**config.mk**
```make
export PLATFORM = sky130hd
export DESIGN_NAME = glb_sram_controller
export DESIGN_NICKNAME = d
export VERILOG_FILES = /design/src/hw/glb_bank_pkg.sv /design/src/hw/glb_sram_controller.sv
export VERILOG_INCLUDE_DIRS = /design/src /design/src/hw
export SDC_FILE = /design/constraint.sdc
export NUM_CORES = 1
export LEC_CHECK = 0
export BUFFER_PORTS_ARGS = -buffer_cell sky130_fd_sc_hd__clkbuf_2
export CAP_MARGIN = 20
export CORE_AREA = 2 2 158 160
export DETAILED_ROUTE_END_ITERATION = 16
export DIE_AREA = 0 0 160 162
export PLACE_DENSITY = 0.55
export RECOVER_POWER = 50
export SYNTH_ARGS = -nofsm -noshare
export SYNTH_HDL_FRONTEND = slang
export SYNTH_SLANG_ARGS = --single-unit
```
**constraint.sdc**
```tcl
create_clock -name clk -period 2.3 [get_ports clk]
set_input_delay 0.575 -clock clk [delete_from_list [all_inputs] [get_ports clk]]
set_output_delay 0.575 -clock clk [all_outputs]
set_load 0.05 [all_outputs]
```
**src/hw/glb_params.svh**
```systemverilog
//////////////////////////////////////////////////
// global buffer bank widths
// byte address, data word and word address sizes
// configuration port widths
//////////////////////////////////////////////////

`ifndef GLB_PARAMS_SVH
`define GLB_PARAMS_SVH

// byte address of one bank, 4 KB
`define GLB_BANK_ADDR_WIDTH 12

// one bank word
`define GLB_BANK_DATA_WIDTH 64

// low address bits that select a byte inside the word
`define GLB_BANK_BYTE_OFFSET 3

// 512 words per bank
`define GLB_WORD_ADDR_WIDTH (`GLB_BANK_ADDR_WIDTH - `GLB_BANK_BYTE_OFFSET)

// configuration register port
`define GLB_CFG_ADDR_WIDTH 4
`define GLB_CFG_DATA_WIDTH 32

`endif

```
**src/hw/glb_bank_pkg.sv**
```systemverilog
//////////////////////////////////////////////////
// bank access types
// byte address, data word, word address
// memory port owner encoding
//////////////////////////////////////////////////

`default_nettype none

`include "glb_params.svh"

package glb_bank_pkg;

    // address as seen by the masters, byte granular
    typedef logic [`GLB_BANK_ADDR_WIDTH-1:0] bank_addr_t;

    // full bank word, also used for per-bit write select
    typedef logic [`GLB_BANK_DATA_WIDTH-1:0] bank_data_t;

    // address as seen by the sram
    typedef logic [`GLB_WORD_ADDR_WIDTH-1:0] word_addr_t;

    // which master owns the memory port
    typedef enum logic [1:0] {
        SRC_NONE = 2'd0,
        SRC_HOST = 2'd1,
        SRC_CGRA = 2'd2
    } access_src_t;

endpackage

`default_nettype wire

```
**src/hw/glb_sram_controller.sv**
```systemverilog
//////////////////////////////////////////////////
// sram controller
// byte to word address, sram strobes
// read data select and hold
//////////////////////////////////////////////////

`timescale 1ns/1ns
`default_nettype none

`include "glb_params.svh"

module glb_sram_controller import glb_bank_pkg::*; (
    input  logic        clk,
    input  logic        reset,

    // from bank controller
    input  logic        ren,
    input  logic        wen,
    input  bank_addr_t  addr,
    input  bank_data_t  data_in,
    input  bank_data_t  data_in_bit_sel,
    output bank_data_t  data_out,

    // sram side
    output logic        sram_to_mem_cen,
    output logic        sram_to_mem_wen,
    output word_addr_t  sram_to_mem_addr,
    output bank_data_t  sram_to_mem_data,
    output bank_data_t  sram_to_mem_bit_sel,
    input  bank_data_t  mem_to_sram_data
);

    logic       ren_q;
    bank_data_t data_out_hold;

    // chip enable on any access
    assign sram_to_mem_cen     = ren | wen;
    assign sram_to_mem_wen     = wen;
    // drop byte offset
    assign sram_to_mem_addr    = addr[`GLB_BANK_BYTE_OFFSET +: `GLB_WORD_ADDR_WIDTH];
    assign sram_to_mem_data    = data_in;
    assign sram_to_mem_bit_sel = data_in_bit_sel;

    // sram output is fresh one cycle after ren
    always_ff @(posedge clk or posedge reset) begin
        if (reset) begin
            ren_q         <= 1'b0;
            data_out_hold <= '0;
        end else begin
            ren_q         <= ren;
            data_out_hold <= data_out;
        end
    end

    // otherwise keep the last word
    assign data_out = ren_q ? mem_to_sram_data : data_out_hold;

endmodule

`default_nettype wire

```
======== After elaboration in Yosys (flattened, before gate mapping) ========
Index checks and enable logic that the tools add are counted.
storage, ports and cells
  logic and storage cells ................. 4
  bits in read-only memories .............. 0
  latch bits .............................. 0
  memories kept ........................... 0
  memory bits (writable) .................. 0
  register bits after elaboration ......... 65
  input bits .............................. 208
operators by class
  equal/unequal tests ..................... 0
  shift-type cells ........................ 0
  add/sub/neg operators ................... 0
  bitwise logic cells ..................... 1
  muxes and demuxes ....................... 1
  divide/modulo/power cells ............... 0
  $mul .................................... 0
  reductions and logical operators ........ 0
  order comparisons ....................... 0
operators by type and width
  cell        number
  $mux 64     1
  $or 1x1->1  1

======== Longest topological paths before layout ========
  depth in word-level cells ............... 1
  mapped depth ............................ 3
  mapped depth without buffers ............ 1

======== Worst setup path after synthesis ========
OpenSTA, ideal clock, no wires.
  path type ............................... reg-to-output
  start ................................... reg ren_q
  end ..................................... out data_out[10]
  path buffers ............................ 2
  arrival ................................. 1.044 ns
  path slack .............................. 0.681 ns
  cell stages (with the launch flop) ...... 4
  data required time ...................... 1.725 ns
  path through ............................ dfrtp_1 buf_6 buf_12 mux2_4
between the ends
  word-level cells in the longest chain between the ends .. 1
ends and longest elaborated chain
  element                 RTL line                   RTL
  start, declared         glb_sram_controller.sv:33  logic ren_q;
  start signal, assigned  glb_sram_controller.sv:50  ren_q <= ren;
  $mux 64                 glb_sram_controller.sv:56  assign data_out = ren_q ? mem_to_sram_data : data_out_hold;
  end, declared           glb_sram_controller.sv:22  output bank_data_t data_out,
No other way between the ends.

======== Final worst setup path ========
  start ................................... reg ren_q
  end ..................................... out data_out[4]
Same word-level chain as after synthesis.

==> flow_summary.yaml <==
clocking:
  clk_latency_ns: 0.33
  cts_tree: "done"
  cts.htree.levels: 3
  clk_path_buf_depth: 2
  numCtsBuffers: 9
  cts_sinks: 65
  path_clk_slew_ns: 0.05
  root_buffer: "clkbuf_16"
cells_and_area:
  postLayoutCoreUtil_pct: 17.2
  num_antenna_cells: 0
  n_fill_cell: 2698
  nets: 495
  drive_gt1_share_pct: 76.7
  final_common_cell: "clkbuf_2"
  mostFrequentLayoutCells: "clkbuf_2 (118), dfrtp_1 (64), mux2_4 (60), buf_2 (13), clkbuf_16 (9)"
  stdcell_count: 616
  synthToLayoutAreaGrowth_pct: 10.4
synthesis:
  synth-xor-area-share_pct: 0
  synth_area_leaders: "dfrtp_1 (43%), buf_4 (28%), mux2_4 (24%), buf_12 (3.2%), mux2_2 (1.2%)"
  ys_ff_latch: 65
  synthesis.nets: 484
  synth_fa_ha_area_share_pct: 0
  synth_top_area_share_pct: 43.4
  synth_area_mm2: 0.00375
  synthCells: 276
  syn_area_per_cell_um2: 13.6
  synth_compound_area_share_pct: 0
  yosysSeqAreaShare_pct: 43.4
  yosys.area.top_type: "dfrtp_1"
  yosys_warnings: 0
  muxShareOfSynthArea_pct: 25.2
  synth_top_family_by_area: "buffers and inverters"
  synth.distinct_cells: 8
  post_synth_and_or_nand_nor_area_fraction_pct: 0.167
power:
  switching_share_pct: 30.5
  p_comb_share_pct: 23.7
  power.total_w: 0.00377
  seqPwrFrac_pct: 34.3
  power_frac_clock_pct: 42.0
  vdd_drop_max_mv: 0.373
  power_density_mw_per_mm2: 911
  p_int_w: 0.00262
  switchingPower_w: 0.00115
  p_leak_nw: 2.06
critical_path:
  worstPathArrival_ns: 1.67
  crit_start: "ren_q"
  cp_slowest_cell: "dfrtp_4"
  rrSetupSlack_ns: 1.08
  end_kind: "primary output"
  r2r_start: "ren_q"
  required_ns: 1.73
  startpoint_type: "flop"
  path_class: "flop to primary output"
  cp_num_buf_inv: 2
  worst_path_largest_cell_delay_ns: 0.58
  crit_chain: "buf_4 -> mux2_4 -> clkbuf_2"
  worstPathMaxFanout: 11
  critPathTopFamily: "flip-flops"
floorplan:
  fp-row-count: 57
  core_area_mm2: 0.0241
  dieArea_mm2: 0.0259
  die_h_um: 162
  die_w_um: 160
  ios: 411
  start_util_pct: 15.6
detailed_routing:
  totalWireLength_um: 10800
  wire_per_inst_um: 17.6
  dr.first_iter.drc_count: 54
  via_count: 1864
  ant_nets: 0
  via_per_inst: 3.03
  dr.pass1.iters: 2
  drc_errors: 0
timing:
  finalHoldViolCount: 0
  max_slew_margin_pct: 30.9
  period_minus_slack_ns: 2.25
  fin_crit_sh_pct: 97.8
  tightest_slew_ns: 1.04
  fmax_ghz: 0.444
  rsz0062_at_grt: "false"
  skew_ns: 0.00673
  tns_ns: 0
  setup_violations: 0
  worst_slack_ns: 0.0502
  finalMaxSlewViolations: 0
place:
  dp_slack_ns: 0.252
  placed_cells: 596
  place.gp.congestion: 0.703
  hpwl_um: 8940
  io_buffers: 133
min_path:
  min_path_type: "primary input to flop"
  worstHoldStart: "ren"
global_routing:
  grt_usage_pct: 8.09
  antenna_found_initial: 0
  grt_first_pass_wirelength_um: 14600
  grt_pass1_vias: 2024
  grt_max_degree: 39
  overflow: 0
outcome:
  outcome: "completed"
run:
  timing.max_cap.violations: 0
-- cell type report --
class | count | area [um2] | area share, %
clock buffer | 10 | 229 | 5.53
inverter | 1 | 3.75 | 0.0907
timing repair buffer | 145 | 803 | 19.4
tap | 324 | 405 | 9.79
clock inverter | 6 | 115 | 2.78
sequential | 65 | 1630 | 39.4
multi-input combinational | 65 | 952 | 23.0
-- sequential cells by signal, indices dropped and copies added (netlist names) --
register,cells
ren_q,1
data_out_hold,64
-- synthesized netlist by cell type --
library cell and count:
buf_6 1, buf_12 6, buf_4 138, mux2_4 60
inv_1 1, dfrtp_1 65, mux2_2 4, or2_2 1
-- what timing repair did --
item	CTS	global route
gates resized for setup	1	13
setup endpoints to repair	52	13
setup buffers	4	0
hold buffers	0	0
-- power by group through the flow --
stage	combinational [W]	sequential (W)	clock, W
finish	0.000895	0.00129	0.00158
global route	0.000942	0.00130	0.00169
CTS	0.000910	0.00129	0.00165
detailed placement	0.000899	0.00132	0
global placement	0.000894	0.00131	0
floorplan	0.00137	0.00130	0
-- logic make-up (layout without fill, tap and decap cells) --
kind of cell | Yosys count | after routing
buf+inv | 146 | 162
flops | 65 | 65
mux | 64 | 64
simple gates | 1 | 1
-- path summary, 6_finish.rpt --
kind | cells after the start | end
min in group asynchronous | 2 | data_out_hold[57]
worst min register to register | 1 | data_out_hold[60]
worst max-delay path | 3 | data_out[4]
max in group asynchronous | 3 | data_out_hold[22]
worst max register to register | 2 | data_out_hold[5]
worst min-delay path | 1 | ren_q
-- metal layers --
metal	global-route usage, %	vias up	part of all wire, %
met3	7.76	65	21
met1	6.17	821	26
met5	2.65	-	0.83
li1	-	777	-
met2	12.6	199	47
met4	5.45	2	5.7
-- per-stage QoR --
stage / hold WS [ns] / instance area (um2)
floorplan: 0.603 / 3750
global placement: 0.476 / 3770
detailed placement: 0.479 / 3770
CTS: 0.292 / 4140
global route: 0.384 / 4140
finish: 0.386 / 4140
Note: power is estimated with default switching activity, not from simulation.
