===== src/hw/glb_params.svh =====
//////////////////////////////////////////////////
// global buffer bank widths
// byte address, data word and word address sizes
// configuration port widths
//////////////////////////////////////////////////

`ifndef GLB_PARAMS_SVH
`define GLB_PARAMS_SVH

// byte address of one bank, 4 KB
`define GLB_BANK_ADDR_WIDTH 12

// one bank word
`define GLB_BANK_DATA_WIDTH 64

// low address bits that select a byte inside the word
`define GLB_BANK_BYTE_OFFSET 3

// 512 words per bank
`define GLB_WORD_ADDR_WIDTH (`GLB_BANK_ADDR_WIDTH - `GLB_BANK_BYTE_OFFSET)

// configuration register port
`define GLB_CFG_ADDR_WIDTH 4
`define GLB_CFG_DATA_WIDTH 32

`endif


===== src/hw/glb_bank_pkg.sv =====
//////////////////////////////////////////////////
// bank access types
// byte address, data word, word address
// memory port owner encoding
//////////////////////////////////////////////////

`default_nettype none

`include "glb_params.svh"

package glb_bank_pkg;

    // address as seen by the masters, byte granular
    typedef logic [`GLB_BANK_ADDR_WIDTH-1:0] bank_addr_t;

    // full bank word, also used for per-bit write select
    typedef logic [`GLB_BANK_DATA_WIDTH-1:0] bank_data_t;

    // address as seen by the sram
    typedef logic [`GLB_WORD_ADDR_WIDTH-1:0] word_addr_t;

    // which master owns the memory port
    typedef enum logic [1:0] {
        SRC_NONE = 2'd0,
        SRC_HOST = 2'd1,
        SRC_CGRA = 2'd2
    } access_src_t;

endpackage

`default_nettype wire


===== src/hw/glb_bank_cfg_controller.sv =====
//////////////////////////////////////////////////
// bank controller
// host / cgra arbitration onto one memory port
// cgra write window and drop report
// per-master read data hold and valid
//////////////////////////////////////////////////

`timescale 1ns/1ns
`default_nettype none

`include "glb_params.svh"

module glb_bank_cfg_controller import glb_bank_pkg::*; (
    input  logic        clk,
    input  logic        reset,

    // host side
    input  logic        host_wr_en,
    input  bank_addr_t  host_wr_addr,
    input  bank_data_t  host_wr_data,
    input  bank_data_t  host_wr_data_bit_sel,
    input  logic        host_rd_en,
    input  bank_addr_t  host_rd_addr,
    output bank_data_t  host_rd_data,
    output logic        host_rd_valid,

    // cgra side
    input  logic        cgra_wr_en,
    input  bank_addr_t  cgra_wr_addr,
    input  bank_data_t  cgra_wr_data,
    input  bank_data_t  cgra_wr_data_bit_sel,
    input  logic        cgra_rd_en,
    input  bank_addr_t  cgra_rd_addr,
    output bank_data_t  cgra_rd_data,
    output logic        cgra_rd_valid,

    // from config regs
    input  word_addr_t  win_lo,
    input  word_addr_t  win_hi,
    output logic [1:0]  cgra_drop,

    // memory port
    output logic        mem_rd_en,
    output logic        mem_wr_en,
    output bank_addr_t  mem_addr,
    output bank_data_t  mem_data_in,
    output bank_data_t  mem_data_in_bit_sel,
    input  bank_data_t  mem_data_out
);

    logic        host_busy;
    word_addr_t  cgra_wr_word;
    logic        cgra_wr_in_win;
    logic        cgra_wr_drop;
    logic        cgra_rd_drop;
    access_src_t rd_src_d;
    access_src_t rd_src_q;
    bank_data_t  host_rd_hold;
    bank_data_t  cgra_rd_hold;

    // any host strobe takes the port
    assign host_busy = host_wr_en | host_rd_en;

    // window compare is on word addresses, bounds inclusive
    assign cgra_wr_word   = cgra_wr_addr[`GLB_BANK_BYTE_OFFSET +: `GLB_WORD_ADDR_WIDTH];
    assign cgra_wr_in_win = (cgra_wr_word >= win_lo) && (cgra_wr_word <= win_hi);

    // write lost to host or outside window
    assign cgra_wr_drop = cgra_wr_en & (host_busy | ~cgra_wr_in_win);
    // read lost to host or to an accepted cgra write
    assign cgra_rd_drop = cgra_rd_en & (host_busy | (cgra_wr_en & cgra_wr_in_win));
    // 0..2 drops per cycle
    assign cgra_drop = {1'b0, cgra_wr_drop} + {1'b0, cgra_rd_drop};

    // fixed priority select
    always_comb begin
        mem_wr_en           = 1'b0;
        mem_rd_en           = 1'b0;
        mem_addr            = '0;
        mem_data_in         = '0;
        mem_data_in_bit_sel = '0;
        rd_src_d            = SRC_NONE;
        if (host_wr_en) begin
            mem_wr_en           = 1'b1;
            mem_addr            = host_wr_addr;
            mem_data_in         = host_wr_data;
            mem_data_in_bit_sel = host_wr_data_bit_sel;
        end else if (host_rd_en) begin
            mem_rd_en = 1'b1;
            mem_addr  = host_rd_addr;
            rd_src_d  = SRC_HOST;
        end else if (cgra_wr_en && cgra_wr_in_win) begin
            mem_wr_en           = 1'b1;
            mem_addr            = cgra_wr_addr;
            mem_data_in         = cgra_wr_data;
            mem_data_in_bit_sel = cgra_wr_data_bit_sel;
        end else if (cgra_rd_en) begin
            mem_rd_en = 1'b1;
            mem_addr  = cgra_rd_addr;
            rd_src_d  = SRC_CGRA;
        end
    end

    // read owner one cycle behind, plus per-master holds
    always_ff @(posedge clk or posedge reset) begin
        if (reset) begin
            rd_src_q     <= SRC_NONE;
            host_rd_hold <= '0;
            cgra_rd_hold <= '0;
        end else begin
            rd_src_q     <= rd_src_d;
            host_rd_hold <= host_rd_data;
            cgra_rd_hold <= cgra_rd_data;
        end
    end

    // returning word goes to the owner, the other master keeps its hold
    assign host_rd_valid = (rd_src_q == SRC_HOST);
    assign cgra_rd_valid = (rd_src_q == SRC_CGRA);
    assign host_rd_data  = host_rd_valid ? mem_data_out : host_rd_hold;
    assign cgra_rd_data  = cgra_rd_valid ? mem_data_out : cgra_rd_hold;

endmodule

`default_nettype wire


===== config.mk =====
export PLATFORM = sky130hd
export DESIGN_NAME = glb_bank_cfg_controller
export DESIGN_NICKNAME = d
export VERILOG_FILES = /design/src/hw/glb_bank_pkg.sv /design/src/hw/glb_bank_cfg_controller.sv
export VERILOG_INCLUDE_DIRS = /design/src /design/src/hw
export SDC_FILE = /design/constraint.sdc
export NUM_CORES = 1
export LEC_CHECK = 0
export CORE_AREA = 8 8 255 257
export DETAILED_ROUTE_END_ITERATION = 7
export DIE_AREA = 0 0 263 265
export DONT_BUFFER_PORTS = 1
export PLACE_DENSITY = 0.33
export RECOVER_POWER = 50
export SLEW_MARGIN = 20
export SYNTH_ARGS = -nofsm -noshare
export SYNTH_HDL_FRONTEND = slang
export SYNTH_SLANG_ARGS = --single-unit

===== constraint.sdc =====
create_clock -name clk -period 9.5 [get_ports clk]
set_clock_uncertainty 0.15 [all_clocks]
set_input_delay 0.475 -clock clk [delete_from_list [all_inputs] [get_ports clk]]
set_output_delay 0.475 -clock clk [all_outputs]
set_load 0.01 [all_outputs]

### Word level (Yosys, flattened, before mapping)

Cells that the tools add are included.

* register bits: 130
* output and inout bits: 274
* logic and storage cells: 40

* add/subtract/negate cells: 1
* magnitude comparators: 2
* equality and inequality tests: 2
* multiplexer cells: 23
* bitwise operators: 7
* reduce and logical (&&, ||, !) cells: 2

Operators with widths (number)
* $mux 64: 8
* $mux 12: 4
* $ge 9x9->1: 1
* $le 9x9->1: 1
* $mux 2: 4
* $mux 1: 7
* $and 1x1->1: 3
* $or 1x1->1: 3
* $add 1x1->2: 1
* $eq 2x1->1 const B: 1
* $eq 2x2->1 const B: 1
* $logic_and 1x1->1: 2
* $not 1->1: 1

### Logic depth before layout (Yosys ltp)

* word-level depth: 6
* mapped depth: 11

### Worst setup path before layout

OpenSTA, ideal clock, no wires.

* path kind: input to output
* start: input win_hi[2]
* end: output mem_addr[10]
* arrival time: 2.333 ns
* data required time: 8.875 ns
* slack: 6.542 ns
* cell stages on the path: 9
* path buffers: 2
* cell sequence: inv_1 ha_1 and4_1 or3b_1 a31o_2 and4_4 buf_6 buf_6 a221o_1

* cells in the longest elaborated chain, start to end: 6

RTL lines
* from (decl): line glb_bank_cfg_controller.sv:39 `input word_addr_t win_hi,`
* $le 9x9->1: line glb_bank_cfg_controller.sv:66 `assign cgra_wr_in_win = (cgra_wr_word >= win_lo) && (cgra_wr_word <= win_hi);`
* $logic_and 1x1->1: line glb_bank_cfg_controller.sv:66
* $logic_and 1x1->1: line glb_bank_cfg_controller.sv:92 `end else if (cgra_wr_en && cgra_wr_in_win) begin`
* $mux 12: line glb_bank_cfg_controller.sv:92
* $mux 12: line glb_bank_cfg_controller.sv:88 `end else if (host_rd_en) begin`
* $mux 12: line glb_bank_cfg_controller.sv:83 `if (host_wr_en) begin`
* to (decl): line glb_bank_cfg_controller.sv:45 `output bank_addr_t mem_addr,`

Every way passes these cells.

### Final worst setup path

* start: register rd_src_q[0]
* end: output cgra_rd_data[11]

* cells in the longest elaborated chain, start to end: 2

RTL lines
* from (decl): line glb_bank_cfg_controller.sv:57 `access_src_t rd_src_q;`
* from (signal assigned): line glb_bank_cfg_controller.sv:111 `rd_src_q <= rd_src_d;`
* $eq 2x2->1: line glb_bank_cfg_controller.sv:119 `assign cgra_rd_valid = (rd_src_q == SRC_CGRA);`
* $mux 64: line glb_bank_cfg_controller.sv:121 `assign cgra_rd_data = cgra_rd_valid ? mem_data_out : cgra_rd_hold;`
* to (decl): line glb_bank_cfg_controller.sv:34 `output bank_data_t cgra_rd_data,`

Every way passes these cells.

==> results.txt <==
status -> finished with violations
failing checks -> max-capacitance violations, max-slew violations
PortBufs -> 0
Starting Density -> 11.3%
largest net degree at the start of global routing -> 144
crit path capture type -> output port
root buf cell -> clkbuf_16
vias in the first global route -> 5498
Final setup viols -> 0
final hold violation count -> 0
Area growth, synth to finish -> 21.5%
Synth Warn # -> 0
Final Max Slew Viols -> 196
drt first pass iters -> 4
Detail Placement HPWL -> 50.0 mm
distinct cell type count after synthesis -> 26
first-pass GRT wire length -> 69.3 mm
Final period util -> 62.6%
total power -> 1.81 mW
Post CTS Setup Buffer Count -> 0
Leakage Power -> 3.23 nW
max_slew headroom -> -106%
Mapped Cells -> 534
std cell rows -> 91
htree depth -> 4
remaining global-route overflow -> 0
most frequent cells in the layout -> a22o_1, dfrtp_1, mux2_1
CTS Buf Count -> 17
DR vias -> 5371
Critical Path AT -> 5.32 ns
crit path time final -> 5.94 ns
GPL Wtd Cong -> 1.02
Synth top area share -> 47.4%
CTS Hold Bufs -> 1
WS Path Type -> reg -> out
commonest non-fill, non-tap cell in the layout -> a22o_1
Placement Cell Area -> 7630 um2
Tightest Pin Transition -> 3.08 ns
post-route cell area -> 8340 um2
Startpoint Class -> register
post-cts sizing count -> 0
cell area after synthesis -> 6870 um2
drt total wl -> 56.5 mm
routed length per instance -> 41.7 um
Peak VDD IR -> 0.000120 V
Hold Crit Class -> in -> reg
syn nets -> 945
sequential fraction of the synthesis area -> 47.4%
Power per Cell Area -> 217 nW/um2
initial antenna violation count -> 72
fmax -> 168 MHz
chip width -> 263 um
drt drc -> 0
CTS tree -> built
# IOs -> 666
CP required -> 8.88 ns
die height -> 265 um
final hold slack -> 0.110 ns
filler cell count -> 6831
Post-Syn Area per Cell -> 12.9 um2
top cell type by total area after synthesis -> dfrtp_1
Via density -> 3.97
total die area -> 69700 um2
final net count -> 921
RSZ-0062 raised after global routing -> no
Clk Latency, worst-skew pair -> 0.43 ns
Final ANT Viol Nets -> 0
Clock Sinks -> 130
initial DRC count -> 276
Global Route Usage Sum -> 15.4%
ranking of synthesized cells by area -> dfrtp_1, mux2_2, a22o_1, ha_1, buf_6
max-cap check violation count -> 5
core area -> 61000 um2
Reg clk slew, reported paths -> 0.06 ns
Clock Tree Buf Depth -> 2
worst-path fanout max -> 46
Seq cells post-synth -> 130
layout cells sized above 1 -> 9.75%
setup TNS -> 0 ns
area by class of cell:
cell class	count	area [um2]	area share (%)
well taps	790	988	11.8
flip-flops and latches	130	3250	39.0
clock buffers	20	457	5.47
clock inverters	12	179	2.14
repair buffers	5	32.5	0.390
inverters	21	80.1	0.960
multi-input cells	335	3250	39.0
diodes	41	103	1.23
cells by family after synthesis:
kind of cell	share of synthesized area [%]
AO/OA/AOI/OAI	21.5
flip-flops	47.4
multiplexers	21.0
buffers and inverters	5.32
adder cells (fa/ha/maj)	3.46
AND/OR/NAND/NOR	1.40
where the power goes:
group | total (mW) | internal (mW) | leakage (nW) | switching [mW]
clock network | 0.713 | 0.454 | 0.303 | 0.259
registers | 0.695 | 0.671 | 1.54 | 0.0242
logic | 0.405 | 0.121 | 1.39 | 0.284
routing by layer:
metal	track usage (%)	wire length, um
met2	27.8	29800
met3	9.38	7400
met5	0	192
met1	11.6	14900
met4	12.1	4180
flip-flops by register name, indices dropped and copies added, names as in the netlist:
signal / count
host_rd_hold: 64
rd_src_q: 2
cgra_rd_hold: 64
stage by stage:
stage / setup WS [ns] / util [%] / std cells
finish: 3.56 / 13.7 / 1354
global route: 2.80 / 13.6 / 1345
global placement: 5.31 / 12.5 / 1280
detailed placement: 5.33 / 12.5 / 1280
CTS: 5.33 / 13.6 / 1313
floorplan: 5.41 / - / 534
Yosys cell counts:
cell and n:
a21boi_0 1, ha_1 19, buf_2 1, nand2_1 3
clkbuf_1 32, buf_6 14, a21o_1 2, a22o_1 140
and4_4 1, a221o_1 13, and3_1 1, or3b_1 1
inv_1 21, dfrtp_1 130, a31o_2 3, nor2b_1 3
nand2b_1 2, and4_1 1, nand4_1 1, mux2_2 128
o21ai_0 4, buf_1 1, a31oi_1 3, nor2_1 2
a21oi_1 6, nand3_1 1
path summary, 6_finish.rpt:
kind / start / to / slack (ns) / depth (start not counted)
setup / recovery: rd_src_q[0] / cgra_rd_data[11] / 3.56 / 3
hold / removal: mem_data_out[18] / host_rd_hold[18] / 0.11 / 1
setup reg to reg: rd_src_q[0] / cgra_rd_hold[11] / 4.35 / 3
hold reg to reg: cgra_rd_hold[44] / cgra_rd_hold[44] / 0.39 / 1
max in group asynchronous: reset / cgra_rd_hold[33] / 6.03 / 3
min in group asynchronous: reset / cgra_rd_hold[27] / 1.21 / 2
critical path: stages (launching register included):
cell      delay, ns
dfrtp_1        0.38
nor2b_1        1.74
clkbuf_1       2.12
mux2_2         0.65
Power figures use the tool's default switching activity.
