[src/hw/glb_params.svh]
//////////////////////////////////////////////////
// global buffer bank widths
// byte address, data word and word address sizes
// configuration port widths
//////////////////////////////////////////////////

`ifndef GLB_PARAMS_SVH
`define GLB_PARAMS_SVH

// byte address of one bank, 4 KB
`define GLB_BANK_ADDR_WIDTH 12

// one bank word
`define GLB_BANK_DATA_WIDTH 64

// low address bits that select a byte inside the word
`define GLB_BANK_BYTE_OFFSET 3

// 512 words per bank
`define GLB_WORD_ADDR_WIDTH (`GLB_BANK_ADDR_WIDTH - `GLB_BANK_BYTE_OFFSET)

// configuration register port
`define GLB_CFG_ADDR_WIDTH 4
`define GLB_CFG_DATA_WIDTH 32

`endif

[src/hw/glb_bank_pkg.sv]
//////////////////////////////////////////////////
// bank access types
// byte address, data word, word address
// memory port owner encoding
//////////////////////////////////////////////////

`default_nettype none

`include "glb_params.svh"

package glb_bank_pkg;

    // address as seen by the masters, byte granular
    typedef logic [`GLB_BANK_ADDR_WIDTH-1:0] bank_addr_t;

    // full bank word, also used for per-bit write select
    typedef logic [`GLB_BANK_DATA_WIDTH-1:0] bank_data_t;

    // address as seen by the sram
    typedef logic [`GLB_WORD_ADDR_WIDTH-1:0] word_addr_t;

    // which master owns the memory port
    typedef enum logic [1:0] {
        SRC_NONE = 2'd0,
        SRC_HOST = 2'd1,
        SRC_CGRA = 2'd2
    } access_src_t;

endpackage

`default_nettype wire

[src/hw/glb_cfg_pkg.sv]
//////////////////////////////////////////////////
// configuration register map
// register offsets and data word type
//////////////////////////////////////////////////

`default_nettype none

`include "glb_params.svh"

package glb_cfg_pkg;

    // register offsets on the cfg port
    typedef enum logic [`GLB_CFG_ADDR_WIDTH-1:0] {
        // lowest word address cgra may write
        CFG_WIN_LO   = 4'd0,
        // highest word address cgra may write
        CFG_WIN_HI   = 4'd1,
        // dropped cgra strobes, write clears
        CFG_DROP_CNT = 4'd2
    } cfg_reg_e;

    // one configuration data word
    typedef logic [`GLB_CFG_DATA_WIDTH-1:0] cfg_data_t;

endpackage

`default_nettype wire

[src/hw/glb_bank_cfg_regs.sv]
//////////////////////////////////////////////////
// bank configuration registers
// cgra write window bounds
// saturating drop counter, cleared by write
// registered read port
//////////////////////////////////////////////////

`timescale 1ns/1ns
`default_nettype none

`include "glb_params.svh"

module glb_bank_cfg_regs import glb_bank_pkg::*, glb_cfg_pkg::*; (
    input  logic                           clk,
    input  logic                           reset,

    // cfg port
    input  logic                           cfg_wr_en,
    input  logic                           cfg_rd_en,
    input  logic [`GLB_CFG_ADDR_WIDTH-1:0] cfg_addr,
    input  cfg_data_t                      cfg_wr_data,
    output cfg_data_t                      cfg_rd_data,
    output logic                           cfg_rd_valid,

    // from controller
    input  logic [1:0]                     cgra_drop,

    // to controller
    output word_addr_t                     win_lo,
    output word_addr_t                     win_hi
);

    cfg_data_t                     drop_cnt;
    logic [`GLB_CFG_DATA_WIDTH:0]  drop_sum;

    // one extra bit to catch overflow
    assign drop_sum = {1'b0, drop_cnt} + {{(`GLB_CFG_DATA_WIDTH-1){1'b0}}, cgra_drop};

    // window bounds, full range after reset
    always_ff @(posedge clk or posedge reset) begin
        if (reset) begin
            win_lo <= '0;
            win_hi <= '1;
        end else if (cfg_wr_en) begin
            if (cfg_addr == CFG_WIN_LO) begin
                win_lo <= cfg_wr_data[`GLB_WORD_ADDR_WIDTH-1:0];
            end
            if (cfg_addr == CFG_WIN_HI) begin
                win_hi <= cfg_wr_data[`GLB_WORD_ADDR_WIDTH-1:0];
            end
        end
    end

    // drop counter
    always_ff @(posedge clk or posedge reset) begin
        if (reset) begin
            drop_cnt <= '0;
        end else if (cfg_wr_en && (cfg_addr == CFG_DROP_CNT)) begin
            // clear beats a drop in the same cycle
            drop_cnt <= '0;
        end else if (drop_sum[`GLB_CFG_DATA_WIDTH]) begin
            drop_cnt <= '1;
        end else begin
            drop_cnt <= drop_sum[`GLB_CFG_DATA_WIDTH-1:0];
        end
    end

    // read mux, registered
    always_ff @(posedge clk or posedge reset) begin
        if (reset) begin
            cfg_rd_valid <= 1'b0;
            cfg_rd_data  <= '0;
        end else begin
            cfg_rd_valid <= cfg_rd_en;
            if (cfg_rd_en) begin
                case (cfg_addr)
                    CFG_WIN_LO:   cfg_rd_data <= cfg_data_t'(win_lo);
                    CFG_WIN_HI:   cfg_rd_data <= cfg_data_t'(win_hi);
                    CFG_DROP_CNT: cfg_rd_data <= drop_cnt;
                    // unmapped offsets read as zero
                    default:      cfg_rd_data <= '0;
                endcase
            end
        end
    end

endmodule

`default_nettype wire

[config.mk]
export PLATFORM = sky130hd
export DESIGN_NAME = glb_bank_cfg_regs
export DESIGN_NICKNAME = d
export VERILOG_FILES = /design/src/hw/glb_bank_pkg.sv /design/src/hw/glb_cfg_pkg.sv /design/src/hw/glb_bank_cfg_regs.sv
export VERILOG_INCLUDE_DIRS = /design/src /design/src/hw
export SDC_FILE = /design/constraint.sdc
export NUM_CORES = 1
export LEC_CHECK = 0
export BUFFER_PORTS_ARGS = -buffer_cell sky130_fd_sc_hd__buf_2
export CAP_MARGIN = 40
export CORE_AREA = 2 2 86 88
export CTS_CLUSTER_DIAMETER = 100
export CTS_CLUSTER_SIZE = 12
export DETAILED_ROUTE_END_ITERATION = 8
export DIE_AREA = 0 0 88 90
export GPL_TIMING_DRIVEN = 1
export PLACE_DENSITY = 0.86
export SLEW_MARGIN = 5
export SYNTH_ARGS = -nofsm -noshare
export SYNTH_HDL_FRONTEND = slang
export SYNTH_SLANG_ARGS = --single-unit
[constraint.sdc]
create_clock -name clk -period 5.9 [get_ports clk]
set_input_delay 0.885 -clock clk [delete_from_list [all_inputs] [get_ports clk]]
set_output_delay 0.885 -clock clk [all_outputs]
set_load 0.05 [all_outputs]
### Word level (Yosys, flattened, before mapping)

Cells that the tools add are included.
Widths: inputs -> output; s select.

* register bits: 83
* input port bits: 42
* output and inout port bits: 51
* word-level logic and storage cells: 15

* $add $sub $neg: 1
* eq/ne operators: 2
* multiplexer cells: 3
* reductions and logical operators: 4

Operators with widths (count)
* $pmux 32 s3: 1
* $mux 32: 2
* $add 32x2->33: 1
* $eq 4x1->1 const B: 1
* $eq 4x2->1 const B: 1
* $logic_not 4->1: 1
* $reduce_and 2->1: 2
* $logic_and 1x1->1: 1

### Logic depth before layout (Yosys ltp)

Gate-level depths: netlist of run 1.

* word-level depth: 3
* depth in mapped cells: 10
* gate-level depth less buffers: 8

### Least setup slack after synthesis of run 1

No wires, ideal clock.

* path kind: input to register
* from: input port cgra_drop[0]
* to: register drop_cnt[11]
* library setup time: 80 ps
* arrival time: 2688 ps
* data required time: 5820 ps
* path slack: 3132 ps
* stages on the path: 10
* path buffers: 2
* cell sequence: ha_1 inv_1 fa_1 and4b_1 buf_6 nand3_4 nor4_4 nand3_4 buf_6 a21oi_1

* longest elaborated chain between the ends: 3

Ends and longest elaborated chain
* start: declaration: RTL line glb_bank_cfg_regs.sv:26 `input logic [1:0] cgra_drop,`
* $add 32x2->33: RTL line glb_bank_cfg_regs.sv:37 `` assign drop_sum = {1'b0, drop_cnt} + {{(`GLB_CFG_DATA_WIDTH-1){1'b0}}, cgra_drop}; ``
* $mux 32: RTL line glb_bank_cfg_regs.sv:61 `` end else if (drop_sum[`GLB_CFG_DATA_WIDTH]) begin ``
* $mux 32: RTL line glb_bank_cfg_regs.sv:58 `end else if (cfg_wr_en && (cfg_addr == CFG_DROP_CNT)) begin`
* end signal: assignment: RTL line glb_bank_cfg_regs.sv:64 `` drop_cnt <= drop_sum[`GLB_CFG_DATA_WIDTH-1:0]; ``
* end: declaration: RTL line glb_bank_cfg_regs.sv:33 `cfg_data_t drop_cnt;`

No other way between the ends.
A chain may end at the register's enable or synchronous reset.

### Final worst setup path of run 1

* from: input port cgra_drop[0]
* to: register drop_cnt[1]

Same word-level chain as after synthesis.

==> results.json, run 1 <==
{
  "core-area_um2": 7020,
  "die_area_um2": 7920,
  "dp_hpwl_mm": 5.97,
  "clkSinkCount": 83,
  "r2r_cells": 8,
  "startpoint": "cgra_drop[0]",
  "nets": 477,
  "grt_pass1_vias": 3044,
  "crit_path_end": "drop_cnt[1]",
  "post-route-period-util_pct": 49.8,
  "sw_frac_of_total_pct": 33.1,
  "die_w_um": 88,
  "status": "complete, no violations",
  "clk_path_buf_depth": 2,
  "postCtsSetupBuffers": 0,
  "hold_viol_final": 0,
  "antenna_found_initial": 0,
  "port_buffers": 69,
  "finalCriticalPeriod_ns": 2.94,
  "cp_cell_sequence": "buf_2 > ha_1 > inv_1 > fa_1 > and4b_1 > nand3_4 > nor4_4 > nand3_4 > a21oi_1",
  "cts_max_level": 3,
  "slowest_stage": "and4b_1",
  "syn_inst": 366,
  "initial_core_util_pct": 55.8,
  "diodes": 0,
  "power_frac_seq_pct": 47.6,
  "cp_max_fo": 28,
  "comb_power_share_pct": 20.3,
  "total_power_mw": 1.46,
  "crit_family": "simple AND/OR/NAND/NOR gates",
  "setup_viol": 0,
  "syn_nets": 411,
  "cts_buffers": 9,
  "peakVddDrop_mv": 0.218,
  "root_buffer": "clkbuf_8",
  "routed_via_density": 5.73,
  "grt_usage_pct": 23.3,
  "critPathMaxStageDelay_ns": 0.45,
  "intPower_uw": 979,
  "gp_congestion": 0.883,
  "cts_resized": 0,
  "drcViolationCount": 0,
  "fin_skew_ns": 0.0125,
  "path_depth": 9,
  "io_pins": 93,
  "ys_warn_count": 0,
  "die_y_um": 90,
  "tightest_slew_ns": 0.846,
  "maxSlewViolCount": 0,
  "r2r_start": "drop_cnt[0]",
  "drtPass1Iterations": 8,
  "synth_area_per_cell_um2": 10.7,
  "min_path_cells": 2,
  "grt_overflow_total": 0,
  "fin_util_pct": 65.2,
  "drv_cap": 0,
  "arrival_ns": 3.21,
  "synth_seq_cells": 83,
  "std_cell_rows": 31,
  "path_clk_slew_ns": 0.09,
  "cts_tree": "yes",
  "r2r-end": "drop_cnt[1]",
  "drt_wl_total_mm": 8.58,
  "antenna_left": 0,
  "fin_setup_tns_ns": 0,
  "power-per-cell-area_nw_per_um2": 320,
  "vias": 3072,
  "relSlewSlack_pct": 43.6,
  "clock_latency_ns": 0.36,
  "drtIter0Drc": 227,
  "worstPathRequired_ns": 6.17,
  "p_leak_nw": 2.05,
  "p_switching_uw": 484,
  "rsz0062_at_grt": "false",
  "fmax_ghz": 0.341,
  "critPathKind": "input port to flop",
  "wl_per_cell_um": 16.0,
  "path_buf_inv": 2,
  "synthesis.area_um2": 3920,
  "crit_path_end_kind": "flop",
  "cpMostUsedCell": "nand3_4",
  "synthToLayoutAreaGrowth_pct": 16.9,
  "grt_max_degree": 58,
  "drive_gt1_share_pct": 30.9,
  "synth_cell_types": 40,
  "r2r_slack_ns": 3.20,
  "clock_power_share_pct": 32.1,
  "grt_pass1_wl_mm": 14.6,
  "hold_buffers": 0,
  "cp-start-kind": "input port",
  "hold_path_class": "flop to flop",
  "yosysSeqAreaShare_pct": 53.3
}
[per-stage QoR]
step,cell area [um2],instances,worst slack (ns),hold slack (ns)
2_1_floorplan,3920,366,2.89,0.513
3_3_place_gp,4270,515,2.64,0.506
3_5_place_dp,4340,520,2.59,0.512
4_1_cts,4580,536,2.96,0.524
5_1_grt,4580,536,2.85,0.544
6_report,4580,536,2.96,0.521
[layout by cell type, fill, tap and decap left out, types with 3 or more instances in the layout]
cell / count
nor3_1: 7
nor2_1: 4
buf_2: 70
and3_1: 6
and4_1: 5
nor4_1: 8
a222oi_1: 9
xnor2_1: 20
clkbuf_8: 9
inv_1: 40
o21ai_0: 25
dfrtp_1: 74
nand3_1: 32
o22ai_1: 9
nand2_1: 18
xor2_1: 5
nand4_1: 5
a21oi_2: 7
dfstp_2: 9
nand2_2: 3
mux2_2: 18
a21oi_1: 21
[layout make-up]
type | count | area [um2]
fillers | 551 | 2440
flip-flops and latches | 83 | 2090
multi-input cells | 222 | 1550
repair buffers | 75 | 428
inverters | 41 | 155
clock buffers | 9 | 124
well taps | 99 | 124
clock inverters | 7 | 108
[per-layer routing]
metal / vias up / wire length, um / track usage (%)
met2: 128 / 4330 / 37.1
met5: - / 0 / 0
met1: 1494 / 3580 / 30.6
met3: 21 / 487 / 4.68
li1: 1429 / - / -
met4: 0 / 174 / 10.4
[worst register-to-register path, delay by kind of cell (launching register included)]
family,cells,cell delay [ns]
flip-flops,1,0.36
AO/OA/AOI/OAI,1,0.27
adder cells (fa/ha/maj),2,0.58
buffers and inverters,1,0.05
AND/OR/NAND/NOR,4,1.34
[worst min path at each step]
stage                         start               to
CTS                 cfg_rd_data[13]  cfg_rd_data[13]
finish              cfg_rd_data[30]  cfg_rd_data[30]
detailed placement  cfg_rd_data[13]  cfg_rd_data[13]
global route        cfg_rd_data[13]  cfg_rd_data[13]
floorplan              drop_cnt[12]  cfg_rd_data[12]
global placement    cfg_rd_data[15]  cfg_rd_data[15]
[flip-flops by register name, indices dropped and copies added (netlist names)]
signal / count
win_lo: 9
cfg_rd_data: 32
cfg_rd_valid: 1
drop_cnt: 32
win_hi: 9
[synth_stat cells]
cell / instances / share of area, %
a222oi_1: 9 / 2.3
fa_1: 1 / 0.51
and4_1: 5 / 1.1
nor3_1: 7 / 0.89
nand2_1: 18 / 1.7
nor4_2: 1 / 0.32
buf_1: 4 / 0.38
nand3_4: 2 / 0.89
nand2_2: 3 / 0.48
a21oi_2: 7 / 1.6
buf_6: 5 / 1.4
nand3_2: 1 / 0.26
o22ai_1: 9 / 1.4
o21ai_0: 25 / 3.2
a211oi_1: 1 / 0.19
buf_8: 1 / 0.38
ha_1: 2 / 0.64
mux2_2: 18 / 5.2
mux2i_1: 1 / 0.26
clkbuf_1: 10 / 0.96
dfrtp_1: 74 / 47
a31oi_1: 1 / 0.16
nor2_1: 4 / 0.38
o211a_1: 2 / 0.51
and4b_1: 1 / 0.26
xor2_1: 5 / 1.1
and3_1: 6 / 0.96
nor4b_2: 1 / 0.38
nand4_1: 5 / 0.80
nor4_4: 1 / 0.54
inv_1: 41 / 3.9
nor4_1: 8 / 1.3
a21oi_1: 21 / 2.7
nand3_1: 32 / 4.1
and2_1: 2 / 0.32
o211ai_1: 1 / 0.19
dfstp_2: 9 / 6.0
a41o_1: 1 / 0.26
a21o_1: 1 / 0.19
xnor2_1: 20 / 4.5
[power groups by stage]
stage,Clock [mW],Combinational (mW),Sequential (mW)
after floorplan,0,0.121,0.800
after global placement,0,0.284,0.701
after global routing,0.501,0.320,0.705
final,0.470,0.297,0.697
after CTS,0.474,0.300,0.696
after detailed placement,0,0.298,0.706
[logic make-up (layout without fill, tap and decap cells)]
logic type | Yosys count | after routing | synth area share (%)
muxes | 19 | 19 | 5.43
DFF | 83 | 83 | 53.3
and+or+nand+nor | 97 | 97 | 14.7
xor gates and xnor gates | 25 | 25 | 5.59
AOI/OAI and AO/OA | 78 | 78 | 12.7
buffers and inverters | 61 | 132 | 7.09
adders and majority gates | 3 | 3 | 1.15
Power figures use the tool's default switching activity.
==> run 2: changes to the inputs <==
- CORE_AREA: 2 2 86 88 -> 2 2 94 96
- DIE_AREA: 0 0 88 90 -> 0 0 96 98
- PLACE_DENSITY: 0.86 -> 0.77
- clock period: 5.9 -> 2.7 ns (I/O delays scaled with it)
==> results.json, run 2 (synthesis results as in run 1) <==
{
  "status": "complete, no violations",
  "arrival_ns": 2.69,
  "diodes": 0,
  "antenna_left": 0,
  "die_area_um2": 9410,
  "cts_buffers": 9,
  "drtPass1Iterations": 5,
  "hold_path_class": "input port to flop",
  "io_pins": 93,
  "drive_gt1_share_pct": 31.7,
  "path_clk_slew_ns": 0.08,
  "dp_hpwl_mm": 5.99,
  "cp_max_fo": 23,
  "cts_tree": "yes",
  "critPathKind": "flop to flop",
  "initial_core_util_pct": 46.2,
  "fmax_ghz": 0.415,
  "core-area_um2": 8470,
  "relSlewSlack_pct": 70.0,
  "cp-start-kind": "flop",
  "maxSlewViolCount": 0,
  "peakVddDrop_mv": 0.433,
  "wl_per_cell_um": 15.2,
  "tightest_slew_ns": 0.446,
  "cts_max_level": 3,
  "critPathMaxStageDelay_ns": 0.42,
  "grt_overflow_total": 0,
  "hold_viol_final": 0,
  "worstPathRequired_ns": 2.98,
  "post-route-period-util_pct": 89.3,
  "drcViolationCount": 0,
  "fin_skew_ns": 0.0166,
  "gp_congestion": 0.852,
  "clk_path_buf_depth": 2,
  "grt_max_degree": 50,
  "grt_pass1_wl_mm": 14.0,
  "fin_util_pct": 55.1,
  "cp_cell_sequence": "ha_1 > inv_1 > fa_1 > and4b_1 > nand3_4 > nor4_4 > nand3_4 > buf_12 > a21oi_1",
  "p_leak_nw": 2.10,
  "rsz0062_at_grt": "false",
  "clock_latency_ns": 0.36,
  "port_buffers": 69,
  "root_buffer": "clkbuf_8",
  "crit_path_end_kind": "flop",
  "std_cell_rows": 34,
  "die_w_um": 96,
  "reg_top3": "cfg_rd_data x32, drop_cnt x32",
  "power-per-cell-area_nw_per_um2": 694,
  "antenna_found_initial": 0,
  "cpMostUsedCell": "nand3_4",
  "layout_commonest_cell": "dfrtp_1",
  "drtIter0Drc": 303,
  "nets": 485,
  "finalCriticalPeriod_ns": 2.41,
  "vias": 3017,
  "grt_pass1_vias": 2943,
  "drt_wl_total_mm": 8.42,
  "fin_setup_tns_ns": 0,
  "die_y_um": 98,
  "grt_usage_pct": 19.0,
  "setup_viol": 0,
  "synthToLayoutAreaGrowth_pct": 19.2,
  "slowest_stage": "fa_1",
  "layout_common_cells": "dfrtp_1, buf_2, inv_1, nand3_1, o21ai_0",
  "clkSinkCount": 83,
  "routed_via_density": 5.46,
  "drv_cap": 0
}
[run 2: layer usage]
metal	share of wire [%]	routed length [um]	vias to the layer above	GRT usage [%]
met4	1.3	107	0	7.03
met2	51	4330	85	31.4
met3	5.6	469	9	4.24
met1	42	3510	1484	24.2
met5	0	0	-	0
li1	-	-	1439	-
[run 2: stage by stage]
step	instance area [um2]	power, mW	hold WS (ns)	setup slack, ns	instances
final	4670	3.24	0.289	0.289	553
after global routing	4670	3.38	0.271	0.172	553
after CTS	4670	3.27	0.274	0.277	553
after detailed placement	4420	2.20	0.296	0.146	536
after global placement	4390	2.17	0.505	0.205	535
after floorplan	3920	2.01	0.436	0.173	366
[run 2: cell type report]
| cell class | count | area, um2 |
|---|---|---|
| Fill cell | 742 | 3800 |
| Sequential cell | 83 | 2090 |
| Multi-Input combinational cell | 222 | 1550 |
| Timing Repair Buffer | 83 | 498 |
| Inverter | 41 | 155 |
| Tap cell | 108 | 135 |
| Clock buffer | 10 | 128 |
| Clock inverter | 6 | 113 |
[run 2: path summary, 6_finish.rpt]
| kind | start | slack, ns | cells after the start | endpoint |
|---|---|---|---|---|
| worst min-delay path | cfg_wr_data[1] | 0.29 | 2 | win_lo[1] |
| max in group asynchronous | reset | 1.73 | 4 | win_hi[8] |
| worst min register to register | cfg_rd_data[12] | 0.52 | 2 | cfg_rd_data[12] |
| worst max register to register | drop_cnt[0] | 0.29 | 9 | drop_cnt[0] |
| min in group asynchronous | reset | 0.47 | 3 | drop_cnt[9] |
| worst max-delay path | drop_cnt[0] | 0.29 | 9 | drop_cnt[0] |
[run 2: power breakdown]
| part | internal [mW] | switching [mW] | leakage [nW] |
|---|---|---|---|
| clock network | 0.620 | 0.446 | 0.121 |
| logic | 0.216 | 0.435 | 0.880 |
| registers | 1.39 | 0.131 | 1.10 |
[run 2: what timing repair did]
action,in CTS,in global routing
gates resized for setup,0,0
setup endpoints to repair,0,0
endpoints found under the hold margin,2,0
buffers inserted,0,0
hold buffers,1,0
[run 2: critical path: cells and delay by family (launching register included)]
kind	cells	cell delay, ns
flip-flops	1	0.36
adder cells (fa/ha/maj)	2	0.59
AO/OA/AOI/OAI	1	0.16
AND/OR/NAND/NOR	4	0.99
buffers and inverters	2	0.23
==> run 3: changes to the inputs <==
- CORE_AREA: 2 2 94 96 -> 2 2 108 84
- DIE_AREA: 0 0 96 98 -> 0 0 110 86
==> results.json, run 3 (synthesis results as in run 1) <==
{
  "clkSinkCount": 83,
  "r2r-end": "drop_cnt[1]",
  "min_path_cells": 2,
  "die_y_um": 86,
  "rsz0062_at_grt": "false",
  "peakVddDrop_mv": 0.428,
  "synthToLayoutAreaGrowth_pct": 18.5,
  "reg_top3": "cfg_rd_data x32, drop_cnt x32",
  "io_pins": 93,
  "fmax_ghz": 0.419,
  "relSlewSlack_pct": 69.9,
  "hold_path_class": "input port to flop",
  "nets": 484,
  "routed_via_density": 5.59,
  "worst_hold_slack_ns": 0.289,
  "wl_per_cell_um": 15.8,
  "layout_commonest_cell": "dfrtp_1",
  "cp_max_fo": 28,
  "power-per-cell-area_nw_per_um2": 698,
  "pre_cts_slack_ns": 0.188,
  "path_clk_slew_ns": 0.08,
  "postCtsSetupBuffers": 0,
  "tightest_slew_ns": 0.448,
  "num-fill-cells": 704,
  "worstPathRequired_ns": 2.98,
  "grt_usage_pct": 19.6,
  "clk_path_buf_depth": 2,
  "total_power_mw": 3.24,
  "die_w_um": 110,
  "antenna_left": 0,
  "post-route-period-util_pct": 88.4,
  "std_cell_rows": 29,
  "grt_overflow_total": 0,
  "maxSlewViolCount": 0,
  "antenna_found_initial": 0,
  "port_buffers": 69,
  "cts_tree": "yes",
  "cpMostUsedCell": "nand3_4",
  "setup_ws_ns": 0.312,
  "hold_viol_final": 0,
  "min-delay-start": "cfg_wr_data[4]",
  "cts_buffers": 9,
  "core-area_um2": 8310,
  "r2r_start": "drop_cnt[0]",
  "drt_wl_total_mm": 8.73,
  "grt_max_degree": 72,
  "min_delay_worst_endpoint": "win_lo[4]",
  "critPathKind": "flop to flop",
  "grt_pass1_wl_mm": 14.6,
  "r2r_slack_ns": 0.31,
  "drtPass1Iterations": 5,
  "drive_gt1_share_pct": 31.8,
  "dp_hpwl_mm": 5.99,
  "vias": 3084,
  "root_buffer": "clkbuf_8",
  "drtIter0Drc": 171,
  "drcViolationCount": 0,
  "diodes": 0,
  "layout_common_cells": "dfrtp_1, buf_2, inv_1, nand3_1, o21ai_0",
  "fin_skew_ns": 0.00746,
  "drv_cap": 0,
  "finalCriticalPeriod_ns": 2.39,
  "clock_latency_ns": 0.35,
  "arrival_ns": 2.66,
  "slowest_stage": "and4b_1",
  "cp_cell_sequence": "ha_1 > inv_1 > fa_1 > and4b_1 > nand3_4 > nor4_4 > nand3_4 > buf_12 > a21oi_1",
  "status": "complete, no violations",
  "critPathMaxStageDelay_ns": 0.40,
  "crit_path_end_kind": "flop",
  "die_area_um2": 9460,
  "cp-start-kind": "flop",
  "p_leak_nw": 2.09,
  "initial_core_util_pct": 47.1,
  "r2r_cells": 9,
  "grt_pass1_vias": 3063,
  "cts_max_level": 3,
  "fin_setup_tns_ns": 0,
  "gp_congestion": 0.852,
  "setup_viol": 0
}
run 3: layer usage:
layer | vias up | track usage [%] | share of wire (%)
li1 | 1439 | - | -
met3 | 8 | 5.17 | 5.7
met5 | - | 0 | 0
met1 | 1532 | 26.4 | 45
met2 | 105 | 30.7 | 48
met4 | 0 | 6.44 | 1.1
run 3: cell type report:
class / count / area [um2] / share of cell area, %
clock buffers: 9 / 124 / 2.67
clock inverters: 7 / 116 / 2.51
inverters: 41 / 155 / 3.35
multi-input cells: 222 / 1550 / 33.4
flip-flops and latches: 83 / 2090 / 45.0
well taps: 108 / 135 / 2.91
repair buffers: 82 / 470 / 10.1
run 3: power breakdown:
group | total (mW) | switching [mW] | internal (mW)
registers | 1.52 | 0.130 | 1.39
clock network | 1.06 | 0.443 | 0.612
logic | 0.659 | 0.440 | 0.219
total | 3.24 | 1.01 | 2.22
run 3: worst max-delay path by stage:
stage,start,end,cells after the start
after detailed placement,cgra_drop[0],drop_cnt[30],11
after global placement,cgra_drop[0],drop_cnt[22],10
final,drop_cnt[0],drop_cnt[1],9
after CTS,drop_cnt[0],drop_cnt[1],9
after global routing,drop_cnt[0],drop_cnt[1],9
after floorplan,reset,cfg_rd_data[0],1
run 3: critical path: cells and delay by family, from the launching register on:
kind / cells / cell delay (ns)
AO/OA/AOI/OAI: 1 / 0.18
adder cells (fa/ha/maj): 2 / 0.55
buffers and inverters: 2 / 0.23
flip-flops: 1 / 0.36
AND/OR/NAND/NOR: 4 / 0.99
run 3: timing repair:
action                                 4_1_cts  5_1_grt
endpoints found under the hold margin       12        0
resized for setup                            0        0
hold buffers                                 1        0
setup endpoints to repair                    0        0
run 3: metrics by stage:
stage	util, %	std cells	cell area (um2)
after floorplan	-	366	3920
after global placement	52.8	535	4390
after detailed placement	52.8	535	4390
after CTS	55.8	552	4640
after global routing	55.8	552	4640
final	55.8	552	4640
